===== config.mk =====
export PLATFORM = sky130hd
export DESIGN_NAME = decode_stage
export DESIGN_NICKNAME = d
export VERILOG_FILES = /design/src/cpu_pkg.sv /design/src/control_logic.sv /design/src/decode_stage.sv /design/src/hazard_unit.sv /design/src/reg_file.sv
export VERILOG_INCLUDE_DIRS = /design/src
export SDC_FILE = /design/constraint.sdc
export NUM_CORES = 1
export LEC_CHECK = 0
export BUFFER_PORTS_ARGS = -buffer_cell sky130_fd_sc_hd__buf_4
export CORE_UTILIZATION = 40
export DETAILED_ROUTE_END_ITERATION = 10
export PLACE_DENSITY = 0.66
export SETUP_SLACK_MARGIN = 0.3
export SYNTH_ARGS = -nofsm -noshare
export SYNTH_HDL_FRONTEND = slang
export SYNTH_SLANG_ARGS = --single-unit

===== constraint.sdc =====
create_clock -name clk -period 4.2 [get_ports clk]
set_input_delay 0.21 -clock clk [delete_from_list [all_inputs] [get_ports clk]]
set_output_delay 0.21 -clock clk [all_outputs]
set_load 0.05 [all_outputs]

===== src/cpu_defines.svh =====
// CPU core parameters
`ifndef CPU_DEFINES_SVH
`define CPU_DEFINES_SVH

// Datapath width, shared by register data and PC
`define CPU_XLEN 16

// Architectural register count
`define CPU_NREGS 16

// Dedicated registers
`define CPU_SP_REG 15  // Stack pointer, base for CALL and RET
`define CPU_DS_REG 14  // Data segment, base for LW and SW

// Stack starts at top of memory
`define CPU_SP_RESET {`CPU_XLEN{1'b1}}

`endif


===== src/cpu_pkg.sv =====
// CPU decode types
`include "cpu_defines.svh"

package cpu_pkg;

    localparam int REG_AW = $clog2(`CPU_NREGS);  // Register index width

    // Base register select codes for read port 1
    localparam logic [1:0] BASE_RS = 2'd0;  // Instruction rs
    localparam logic [1:0] BASE_DS = 2'd1;  // Data segment
    localparam logic [1:0] BASE_SP = 2'd2;  // Stack pointer

    // Opcodes 10 to 15 unassigned, decode as NOP
    typedef enum logic [3:0] {
        OP_ADD  = 4'd0,
        OP_SUB  = 4'd1,
        OP_AND  = 4'd2,
        OP_OR   = 4'd3,
        OP_ADDI = 4'd4,
        OP_LW   = 4'd5,
        OP_SW   = 4'd6,
        OP_BR   = 4'd7,
        OP_CALL = 4'd8,
        OP_RET  = 4'd9
    } opcode_e;

    typedef enum logic [2:0] {
        ALU_PASS = 3'd0,
        ALU_ADD  = 3'd1,
        ALU_SUB  = 3'd2,
        ALU_AND  = 3'd3,
        ALU_OR   = 3'd4
    } alu_op_e;

    // Register-register and 4-bit immediate format
    typedef struct packed {
        opcode_e             opcode;
        logic [REG_AW-1:0]   rd;
        logic [REG_AW-1:0]   rs;
        logic [REG_AW-1:0]   rt;  // Also imm4 for ADDI
    } arith_fmt_t;

    // Load/store format
    typedef struct packed {
        opcode_e             opcode;
        logic [REG_AW-1:0]   rm;   // LW dest, SW data source
        logic [7:0]          imm;
    } mem_fmt_t;

    // Call format
    typedef struct packed {
        opcode_e             opcode;
        logic [11:0]         target;
    } call_fmt_t;

    // One instruction word, three views
    typedef union packed {
        arith_fmt_t arith;
        mem_fmt_t   mem;
        call_fmt_t  call;
    } instr_t;

    typedef struct packed {
        logic    mem_to_reg;  // LW
        logic    reg_to_mem;  // SW
        logic    alu_src;     // Immediate as ALU operand B
        alu_op_e alu_op;
        logic    branch;
        logic    call;
        logic    ret;
        logic    reg_write;
    } ctrl_t;

    typedef struct packed {
        logic                 valid;
        ctrl_t                ctrl;
        logic [`CPU_XLEN-1:0] read_data_1;
        logic [`CPU_XLEN-1:0] read_data_2;
        logic [`CPU_XLEN-1:0] sign_ext;
        logic [REG_AW-1:0]    rd;
        logic [2:0]           branch_cond;
        logic [11:0]          call_target;
        logic [`CPU_XLEN-1:0] pc;
    } id_ex_t;

    // In-flight destination reported by a later stage
    typedef struct packed {
        logic              valid;
        logic [REG_AW-1:0] rnum;
    } dst_tag_t;

endpackage


===== src/control_logic.sv =====
// Opcode decoder
`timescale 1ns/1ps

module control_logic
    import cpu_pkg::*;
(
    input  opcode_e    opcode,
    output ctrl_t      ctrl,
    output logic       use_rs,       // rs read, checked for hazards
    output logic       use_rt,       // Selected rt read, checked for hazards
    output logic       rt_from_mem,  // Port 2 from mem-view register
    output logic [1:0] base_sel      // Port 1 source
);

    always_comb begin
        // Defaults give a NOP
        ctrl        = '0;
        use_rs      = 1'b0;
        use_rt      = 1'b0;
        rt_from_mem = 1'b0;
        base_sel    = BASE_RS;

        case (opcode)
            OP_ADD: begin
                ctrl.alu_op    = ALU_ADD;
                ctrl.reg_write = 1'b1;
                use_rs         = 1'b1;
                use_rt         = 1'b1;
            end
            OP_SUB: begin
                ctrl.alu_op    = ALU_SUB;
                ctrl.reg_write = 1'b1;
                use_rs         = 1'b1;
                use_rt         = 1'b1;
            end
            OP_AND: begin
                ctrl.alu_op    = ALU_AND;
                ctrl.reg_write = 1'b1;
                use_rs         = 1'b1;
                use_rt         = 1'b1;
            end
            OP_OR: begin
                ctrl.alu_op    = ALU_OR;
                ctrl.reg_write = 1'b1;
                use_rs         = 1'b1;
                use_rt         = 1'b1;
            end
            OP_ADDI: begin
                ctrl.alu_op    = ALU_ADD;
                ctrl.alu_src   = 1'b1;  // imm4 replaces rt
                ctrl.reg_write = 1'b1;
                use_rs         = 1'b1;
            end
            OP_LW: begin
                ctrl.mem_to_reg = 1'b1;
                ctrl.alu_src    = 1'b1;
                ctrl.alu_op     = ALU_ADD;  // DS + imm8
                ctrl.reg_write  = 1'b1;
                use_rs          = 1'b1;
                base_sel        = BASE_DS;
            end
            OP_SW: begin
                ctrl.reg_to_mem = 1'b1;
                ctrl.alu_src    = 1'b1;
                ctrl.alu_op     = ALU_ADD;
                use_rs          = 1'b1;
                use_rt          = 1'b1;  // Store data register
                rt_from_mem     = 1'b1;
                base_sel        = BASE_DS;
            end
            OP_BR: begin
                ctrl.branch = 1'b1;
            end
            OP_CALL: begin
                ctrl.call = 1'b1;
                base_sel  = BASE_SP;  // SP never hazard-checked
            end
            OP_RET: begin
                ctrl.ret = 1'b1;
                base_sel = BASE_SP;
            end
            default: begin
                // Opcodes 10..15, keep NOP defaults
            end
        endcase
    end

    // PC updater takes at most one redirect kind per instruction
    always_comb begin
        a_one_redirect: assert ($onehot0({ctrl.branch, ctrl.call, ctrl.ret}))
            else $error("%0t control_logic: branch/call/ret overlap", $time);
    end

endmodule


===== src/decode_stage.sv =====
// Instruction decode stage
`timescale 1ns/1ps
`include "cpu_defines.svh"

module decode_stage
    import cpu_pkg::*;
(
    input  logic                 clk,
    input  logic                 rst,          // Sync, active high

    // From fetch
    input  instr_t               instr,
    input  logic [`CPU_XLEN-1:0] pc,
    input  logic                 instr_valid,

    // From write-back
    input  logic                 wb_en,
    input  logic [REG_AW-1:0]    wb_reg,
    input  logic [`CPU_XLEN-1:0] wb_data,

    // In-flight destinations
    input  dst_tag_t             idex_dst,
    input  dst_tag_t             exmem_dst,
    input  dst_tag_t             memwb_dst,

    input  logic                 ex_hold,      // Back-pressure from EX

    output id_ex_t               id_ex,
    output logic                 stall         // Fetch holds its word
);

    // Register file port signals
    logic                 rf_we;
    logic [REG_AW-1:0]    rf_waddr;
    logic [`CPU_XLEN-1:0] rf_wdata;
    logic [REG_AW-1:0]    rf_raddr_1;
    logic [REG_AW-1:0]    rf_raddr_2;
    logic [`CPU_XLEN-1:0] rf_rdata_1;
    logic [`CPU_XLEN-1:0] rf_rdata_2;

    // Decoder outputs
    ctrl_t                dec_ctrl;
    logic                 use_rs;
    logic                 use_rt;
    logic                 rt_from_mem;
    logic [1:0]           base_sel;

    logic [REG_AW-1:0]    rt_sel;      // rt or SW data register
    logic                 raw_hazard;  // Ungated
    logic                 hazard;
    logic                 accept;      // Instruction moves into ID/EX
    logic [`CPU_XLEN-1:0] sign_ext;
    id_ex_t               id_ex_next;

    // Write port mux, reset turns it into the SP initializer
    always_comb begin
        if (rst) begin
            rf_we    = 1'b1;
            rf_waddr = REG_AW'(`CPU_SP_REG);
            rf_wdata = `CPU_SP_RESET;
        end else begin
            rf_we    = wb_en;
            rf_waddr = wb_reg;
            rf_wdata = wb_data;
        end
    end

    control_logic u_ctrl (
        .opcode      (instr.arith.opcode),
        .ctrl        (dec_ctrl),
        .use_rs      (use_rs),
        .use_rt      (use_rt),
        .rt_from_mem (rt_from_mem),
        .base_sel    (base_sel)
    );

    // SW reads its store data through port 2
    assign rt_sel = rt_from_mem ? instr.mem.rm : instr.arith.rt;

    // Port 1 base select
    always_comb begin
        case (base_sel)
            BASE_DS: rf_raddr_1 = REG_AW'(`CPU_DS_REG);  // LW/SW
            BASE_SP: rf_raddr_1 = REG_AW'(`CPU_SP_REG);  // CALL/RET
            default: rf_raddr_1 = instr.arith.rs;
        endcase
    end

    assign rf_raddr_2 = rt_sel;

    reg_file u_rf (
        .clk     (clk),
        .we      (rf_we),
        .waddr   (rf_waddr),
        .wdata   (rf_wdata),
        .raddr_1 (rf_raddr_1),
        .raddr_2 (rf_raddr_2),
        .rdata_1 (rf_rdata_1),
        .rdata_2 (rf_rdata_2)
    );

    hazard_unit u_hdu (
        .rs        (instr.arith.rs),
        .rt        (rt_sel),
        .use_rs    (use_rs),
        .use_rt    (use_rt),
        .idex_dst  (idex_dst),
        .exmem_dst (exmem_dst),
        .memwb_dst (memwb_dst),
        .hazard    (raw_hazard)
    );

    // Only a real instruction can hazard
    assign hazard = instr_valid & raw_hazard;

    // Stall held low through reset
    assign stall  = ~rst & (hazard | ex_hold);
    assign accept = instr_valid & ~stall;

    // imm4 for ADDI, imm8 otherwise
    always_comb begin
        if (instr.arith.opcode == OP_ADDI) begin
            sign_ext = {{(`CPU_XLEN-4){instr.arith.rt[3]}}, instr.arith.rt};
        end else begin
            sign_ext = {{(`CPU_XLEN-8){instr.mem.imm[7]}}, instr.mem.imm};
        end
    end

    // Next ID/EX word plus bubble mux
    always_comb begin
        id_ex_next.valid       = 1'b1;
        id_ex_next.ctrl        = dec_ctrl;
        id_ex_next.read_data_1 = rf_rdata_1;
        id_ex_next.read_data_2 = rf_rdata_2;
        id_ex_next.sign_ext    = sign_ext;
        id_ex_next.rd          = instr.arith.rd;  // Same bits as LW mem-view rm
        id_ex_next.branch_cond = instr.arith.rd[2:0];  // Bits [10:8]
        id_ex_next.call_target = instr.call.target;
        id_ex_next.pc          = pc;
        if (!accept) begin
            id_ex_next.valid = 1'b0;  // Bubble
            id_ex_next.ctrl  = '0;
        end
    end

    // ID/EX pipeline register
    always_ff @(posedge clk) begin
        if (rst) begin
            id_ex <= '0;
        end else if (!ex_hold) begin  // Hold freezes everything
            id_ex <= id_ex_next;
        end
    end

    // Back-pressure must always reach fetch
    a_hold_stalls: assert property (
        @(posedge clk) disable iff (rst) ex_hold |-> stall
    ) else $error("%0t decode_stage: ex_hold without stall", $time);

    // Held ID/EX word survives the cycle
    a_hold_keeps: assert property (
        @(posedge clk) disable iff (rst) (ex_hold && !rst) |=> $stable(id_ex)
    ) else $error("%0t decode_stage: id_ex changed under ex_hold", $time);

endmodule


===== src/hazard_unit.sv =====
// Load-use and RAW hazard detect
`timescale 1ns/1ps

module hazard_unit
    import cpu_pkg::*;
(
    input  logic [REG_AW-1:0] rs,
    input  logic [REG_AW-1:0] rt,         // Already selected for SW
    input  logic              use_rs,
    input  logic              use_rt,
    input  dst_tag_t          idex_dst,   // Dest in EX
    input  dst_tag_t          exmem_dst,  // Dest in MEM
    input  dst_tag_t          memwb_dst,  // Dest in WB
    output logic              hazard      // Not gated by instr_valid
);

    logic rs_hit;
    logic rt_hit;

    // One valid tag against one source
    function automatic logic tag_hit(dst_tag_t tag, logic [REG_AW-1:0] src);
        return tag.valid && (tag.rnum == src);
    endfunction

    // Any stage still owning rs
    assign rs_hit = tag_hit(idex_dst, rs)
                  | tag_hit(exmem_dst, rs)
                  | tag_hit(memwb_dst, rs);

    // Any stage still owning rt
    assign rt_hit = tag_hit(idex_dst, rt)
                  | tag_hit(exmem_dst, rt)
                  | tag_hit(memwb_dst, rt);

    // Only sources the opcode actually reads count
    assign hazard = (use_rs & rs_hit) | (use_rt & rt_hit);

endmodule


===== src/reg_file.sv =====
// Register file
`timescale 1ns/1ps
`include "cpu_defines.svh"

module reg_file
    import cpu_pkg::*;
(
    input  logic                 clk,
    input  logic                 we,       // Write enable
    input  logic [REG_AW-1:0]    waddr,
    input  logic [`CPU_XLEN-1:0] wdata,
    input  logic [REG_AW-1:0]    raddr_1,  // Base / rs port
    input  logic [REG_AW-1:0]    raddr_2,  // rt port
    output logic [`CPU_XLEN-1:0] rdata_1,
    output logic [`CPU_XLEN-1:0] rdata_2
);

    // Register storage
    logic [`CPU_XLEN-1:0] regs [`CPU_NREGS];

    // Write on rising edge
    always_ff @(posedge clk) begin
        if (we) begin
            regs[waddr] <= wdata;
        end
    end

    // Combinational reads
    // No write bypass, same-cycle read sees old value
    assign rdata_1 = regs[raddr_1];
    assign rdata_2 = regs[raddr_2];

    // A write must never store unknown data into the file
    a_wdata_known: assert property (
        @(posedge clk) we |-> !$isunknown({waddr, wdata})
    ) else $error("%0t reg_file: write with unknown addr/data", $time);

endmodule


Word-level counts from Yosys, hierarchy flattened
Memories as Yosys holds them, arrays and structs flattened. A register that Yosys moved wholly into a read port is not among the register bits.
Cells that the tools add are included.
W data, S select, Z words.
{"block": "totals", "ramBits": 256, "out_inout_bits": 95, "register_bits": 62, "rom_bits": 0, "latchBits": 0, "memories": 1, "in_bits": 72}
{"block": "op_classes", "div_mod_pow": 0, "n_reduce_logical": 16, "mul": 0, "n_lt_le_gt_ge": 0, "bitwise": 13, "eq_ne": 17, "shift": 0, "mux": 20, "add_sub_neg": 0}
{"name": "u_rf.regs", "depth": 16, "width": 16, "rd": 2, "rd_clocked_by_memory_dff": 2, "write_ports": 1, "line": "reg_file.sv:19", "rtl": "logic [`CPU_XLEN-1:0] regs [`CPU_NREGS];"}
{"cell": "$mux W16", "n": 2}
{"cell": "$eq A4 B4 Y1", "n": 6}
{"cell": "$eq A4 B3 Y1 const B", "n": 4}
{"cell": "$mux W1", "n": 12}
{"cell": "$pmux W3 S4", "n": 1}
{"cell": "$mux W11", "n": 1}
{"cell": "$eq A4 B2 Y1 const B", "n": 2}
{"cell": "$eq A4 B4 Y1 const B", "n": 2}
{"cell": "$mux W4", "n": 2}
{"cell": "$pmux W4 S2", "n": 1}
{"cell": "$reduce_or A7 Y1", "n": 1}
{"cell": "$logic_and A1 B1 Y1", "n": 6}
{"cell": "$or A1 B1 Y1", "n": 6}
{"cell": "$reduce_or A6 Y1", "n": 1}
{"cell": "$and A1 B1 Y1", "n": 5}
{"cell": "$reduce_or A5 Y1", "n": 1}
{"cell": "$eq A4 B1 Y1 const B", "n": 1}
{"cell": "$logic_not A4 Y1", "n": 1}
{"cell": "$pmux W2 S2", "n": 1}
{"cell": "$reduce_or A2 Y1", "n": 2}
{"cell": "$reduce_or A4 Y1", "n": 1}
{"cell": "$reduce_or A3 Y1", "n": 1}
{"cell": "$eq A2 B1 Y1 const B", "n": 1}
{"cell": "$eq A2 B2 Y1 const B", "n": 1}
{"cell": "2 further kinds", "n": 4}

Longest topological paths before layout
{"block": "logic_depth", "ltp_word": 15, "ltp_mapped": 12, "mapped_depth_nobuf": 9}

By module
Synthesis repeated with hierarchy kept, for this count alone.
{"block": "unflattened", "cells_unflattened": 933, "hier_area_um2": 15232.1}
{"mod": "reg_file", "cells_each": 553, "area_per_inst_um2": 11673.7, "seq_area_each_um2": 7687.4, "n_inst": 1}
{"mod": "decode_stage", "cells_each": 318, "area_per_inst_um2": 3126.7, "seq_area_each_um2": 1501.4, "n_inst": 1}
{"mod": "hazard_unit", "cells_each": 40, "area_per_inst_um2": 294.0, "seq_area_each_um2": 0.0, "n_inst": 1}
{"mod": "control_logic", "cells_each": 22, "area_per_inst_um2": 137.6, "seq_area_each_um2": 0.0, "n_inst": 1}

Worst setup path after synthesis
No wires, ideal clock.
{"block": "synth_path", "path_type": "input -> register", "start": "input port instr[14] in the netlist's numbering", "end": "register id_ex[75] (netlist name)", "path_slack_ps": 1250, "stages": 12, "required_ps": 4072, "n_path_buf": 3, "arrival_ps": 2822, "path_cell_list": "clkbuf_1 > nor2b_1 > nand2_1 > ha_1 > mux2i_1 > clkbuf_1 > buf_2 > mux4_2 > nand2_1 > a21oi_1 > a21oi_1 > o21ai_0"}
{"block": "synth_between", "elab_chain_len": 5}
{"element": "from (decl)", "line": "decode_stage.sv:12", "rtl": "input instr_t instr,"}
{"element": "$eq A4 B4 Y1 or $eq A4 B3 Y1 (tied branches)", "line": "control_logic.sv:23", "rtl": "case (opcode)"}
{"element": "$reduce_or A2 Y1 (no line)"}
{"element": "$pmux W2 S2 (*)", "line": "control_logic.sv:23"}
{"element": "$eq A2 B2 Y1 or $eq A2 B1 Y1 (tied branches)", "line": "decode_stage.sv:82", "rtl": "case (base_sel)"}
{"element": "$pmux W4 S2 (*)", "line": "decode_stage.sv:82"}
Every way passes the cells marked *; elsewhere a longest branch is shown, timed or not.
A chain may end at the register's enable or synchronous reset.

Worst setup path in the final report
{"block": "layout_path", "start": "input port instr[15] in the netlist's numbering", "end": "output port stall"}
{"block": "layout_between", "elab_chain_len": 12}
{"element": "$eq A4 B3 Y1", "line": "control_logic.sv:23"}
{"element": "$mux W1", "line": "control_logic.sv:23"}
{"element": "$mux W4", "line": "decode_stage.sv:78", "rtl": "assign rt_sel = rt_from_mem ? instr.mem.rm : instr.arith.rt;"}
{"element": "$eq A4 B4 Y1", "line": "hazard_unit.sv:22", "rtl": "return tag.valid && (tag.rnum == src);"}
{"element": "$logic_and A1 B1 Y1", "line": "hazard_unit.sv:22"}
{"element": "$or A1 B1 Y1", "line": "hazard_unit.sv:32", "rtl": "| tag_hit(exmem_dst, rt)"}
{"element": "$or A1 B1 Y1", "line": "hazard_unit.sv:33", "rtl": "| tag_hit(memwb_dst, rt);"}
{"element": "$and A1 B1 Y1", "line": "hazard_unit.sv:36", "rtl": "assign hazard = (use_rs & rs_hit) | (use_rt & rt_hit);"}
{"element": "$or A1 B1 Y1 (*)", "line": "hazard_unit.sv:36"}
{"element": "$and A1 B1 Y1 (*)", "line": "decode_stage.sv:114", "rtl": "assign hazard = instr_valid & raw_hazard;"}
{"element": "$or A1 B1 Y1 (*)", "line": "decode_stage.sv:117", "rtl": "assign stall = ~rst & (hazard | ex_hold);"}
{"element": "$and A1 B1 Y1 (*)", "line": "decode_stage.sv:117"}
{"element": "to (decl)", "line": "decode_stage.sv:29", "rtl": "output logic stall"}
Marked as above.

==> results by group <==
STA
  • Fin crit share: 0.792
  • Total Negative Setup Slacks: 0 ns
  • Unrepaired setup endpoints after global routing: false
  • Final Slew Violations: 0
  • Max Clock Freq: 301 MHz
  • Hold Violations, Final: 0
  • # setup viols final: 0
  • Worst-margin pin slew: 1.30 ns
  • Final Skew: 0.0187 ns
  • Final Critical Period: 3.32 ns
  • Slew Limit Headroom: 0.128

Yosys
  • Avg Inst Size Synth: 13.9 um^2
  • Synth Warn #: 0
  • Seq/Total Area, Yosys: 0.598
  • Ys flop type: edfxtp_1
  • Post-Syn Nets: 1,178
  • Post-synth EDFFs: 256
  • Post-synthesis cell area: 0.0154 mm^2
  • Async SR Flop Fraction: 0
  • #FFs+latches synth: 331
  • Gate Count Post-Synth: 1,105
  • Post-synth top area cell: edfxtp_1
  • Synth top area share: 0.500
  • Top cells by area, synth: edfxtp_1 50%, mux4_2 12%, dfxtp_1 9.8%, mux2i_1 9.5%, nand2_1 2.6%
  • Synth cell types: 49

Pwr
  • PwrDens: 411 mW/mm^2
  • Worst VDD drop: 0.000367 V
  • P_leak: 7.14 nW

Cells and area
  • Antenna cells: 0
  • Layout Cells excl Fill: 1,803
  • # fillers: 3,217
  • Fraction of layout cells with a size suffix above 1: 0.290
  • Area of the multi-input gates: 0.00576 mm^2
  • Layout Utilization: 0.489
  • Total Nets Final: 1,339
  • P&R area growth vs syn: 20.1%
  • Reg area: 0.00919 mm^2

GRT
  • Antenna violations before repair: 0
  • Largest net degree at the start of global routing: 67
  • Number of global-route vias before repair: 10,200
  • GRT Util Overall: 0.222
  • Total gr overflow: 0
  • Global-route wire length before repair: 63,400 um

Floorplan
  • Core box area: 0.0378 mm^2
  • # rows: 71
  • Ports: 167
  • Die ar.: 0.0392 mm^2
  • Initial core utilization: 0.407
  • Die width: 198 um
  • Die H: 198 um

Worst setup path
  • WS Path Type: primary input to primary output
  • Critical-path top delay cell: nand4bb_1
  • Critical Path, Cell by Cell: dlygate4sd3_1 > buf_4 > nand4bb_1 > mux2i_4 > a221oi_2 > nand4_1 > o21ai_1 > nor4_1 > nor3_1 > buf_4
  • CP arrival: 3.11 ns
  • CP required: 3.99 ns
  • Max FO, Critical Path: 12
  • CP max stage delay: 0.63 ns
  • Worst Setup Start Kind: primary input
  • CP endpoint kind: primary output
  • CP dominant cell by count: buf_4

CTS
  • CTS max path bufs: 3
  • CTS Buf Count: 36
  • Clk sink count: 331
  • Post-CTS Setup Bufs: 0
  • H-tree depth: 2
  • Clk_lat worst skew: 0.54 ns
  • Root Buffer: clkbuf_16
  • CTS tree: yes
  • Worst-path clk slew: 0.05 ns
  • CTS hold repair buffers: 23
  • Post-CTS sizing: 0

Placed design
  • Placed Cells: 1,716
  • # port buffers: 166
  • Final Wtd Congestion: 0.922
  • Hpwl dp: 25,800 um

Drt
  • WL final: 43,200 um
  • Antenna Nets Post-Route: 0
  • 1st-iter DRT viols: 952
  • Vias: 10,300
  • Vias per cell: 5.69
  • Router iterations before antenna repair: 5
  • Routed WL per cell: 24.0 um
  • DRC Markers: 0

Outcome
  • Status: finished, final reports clean

Job
  • Number of max-cap violations: 0

Worst hold path
  • Worst min-delay path class: primary input to flip-flop
-- report_power, final --
part,switching [mW],internal [mW]
clock network,1.27,1.60
logic,0.644,0.403
registers,0.0588,3.61
total,1.97,5.62
-- cell usage after synthesis (2+ instances only) --
cell type	n
a211oi_1	16
a21oi_1	56
a22oi_1	16
buf_1	6
buf_2	26
buf_4	19
clkbuf_1	50
dfxtp_1	75
edfxtp_1	256
inv_1	15
mux2i_1	146
mux4_2	80
nand2_1	106
nand2b_1	8
nand3_1	22
nand3b_1	3
nor2_1	56
nor2b_1	20
nor3_1	10
nor4_1	7
o2111ai_1	18
o21ai_0	28
o21ai_1	2
o221ai_1	3
o22ai_1	3
o41ai_2	2
or2_2	16
xnor2_1	5
xor2_1	15
-- critical path: cells and delay by family --
kind                   cells  cell delay [ns]
AOI/OAI and AO/OA          2             0.37
buffers and inverters      3             0.98
muxes                      1             0.44
and+or+nand+nor            4             1.11
-- sequential cells by signal, indices dropped and copies added, names as in the netlist --
| name | cells |
|---|---|
| u_rf.regs | 256 |
| id_ex | 75 |
-- kinds of logic (layout without fill, tap and decap cells) --
kind of cell    after synthesis  count (layout)  synth area share
xor+xnor                     20              20            0.0114
simple gates                255             255            0.0758
compound gates              155             155            0.0656
mux                         227             227             0.214
flops                       331             331             0.598
fa+ha+maj                     1               1          0.000814
buf+inv                     116             303            0.0351
-- cell type report --
type,instances,area share
well taps,511,0.0346
inverters,15,0.00305
flip-flops and latches,331,0.498
clock buffers,50,0.0516
clock inverters,14,0.00535
multi-input cells,658,0.312
repair buffers,224,0.0962
-- metal layers --
layer / track usage / up-vias / wire length, um
li1: - / 4534 / -
met1: 0.299 / 5079 / 17600
met2: 0.362 / 574 / 20100
met3: 0.0412 / 79 / 4310
met4: 0.0761 / 0 / 1170
met5: 0 / - / 0
-- placed cells by master (no fill, tap or decap), types with 6 or more instances in the layout --
master and count:
a211oi_1 16, a21oi_1 55, a22oi_1 16, buf_4 198
clkbuf_1 14, clkbuf_16 36, clkinv_2 7, dfxtp_1 75
dlygate4sd3_1 23, edfxtp_1 256, inv_1 15, mux2i_1 144
mux4_2 80, nand2_1 106, nand2b_1 6, nand3_1 22
nor2_1 45, nor2_2 11, nor2b_1 19, nor4_1 7
o2111ai_1 18, o21ai_0 28, or2_2 16, xor2_1 15
-- final timing paths --
kind         depth (start not counted)                     end                         from  slack (ns)
max                                 10                   stall                    instr[15]        0.88
min                                  3  id_ex[32]$_SDFFE_PP0N_                     instr[9]        0.02
max reg2reg                          5  id_ex[79]$_SDFFE_PP0N_  u_rf.regs[14][12]$_DFFE_PP_        2.77
min reg2reg                          2  id_ex[93]$_SDFFE_PP0N_       id_ex[93]$_SDFFE_PP0N_        0.45
-- per-stage QoR --
stage	cell area [um^2]	hold WS [ns]	power, mW	setup slack, ns
2_1_floorplan	15400	0.354	4.43	1.25
3_3_place_gp	17200	0.436	4.76	1.19
3_5_place_dp	17200	0.446	4.77	1.13
4_1_cts	18500	0.000479	7.65	0.900
5_1_grt	18500	0.0266	7.84	0.669
6_report	18500	0.0164	7.59	0.875
(Power assumes the default switching activity.)
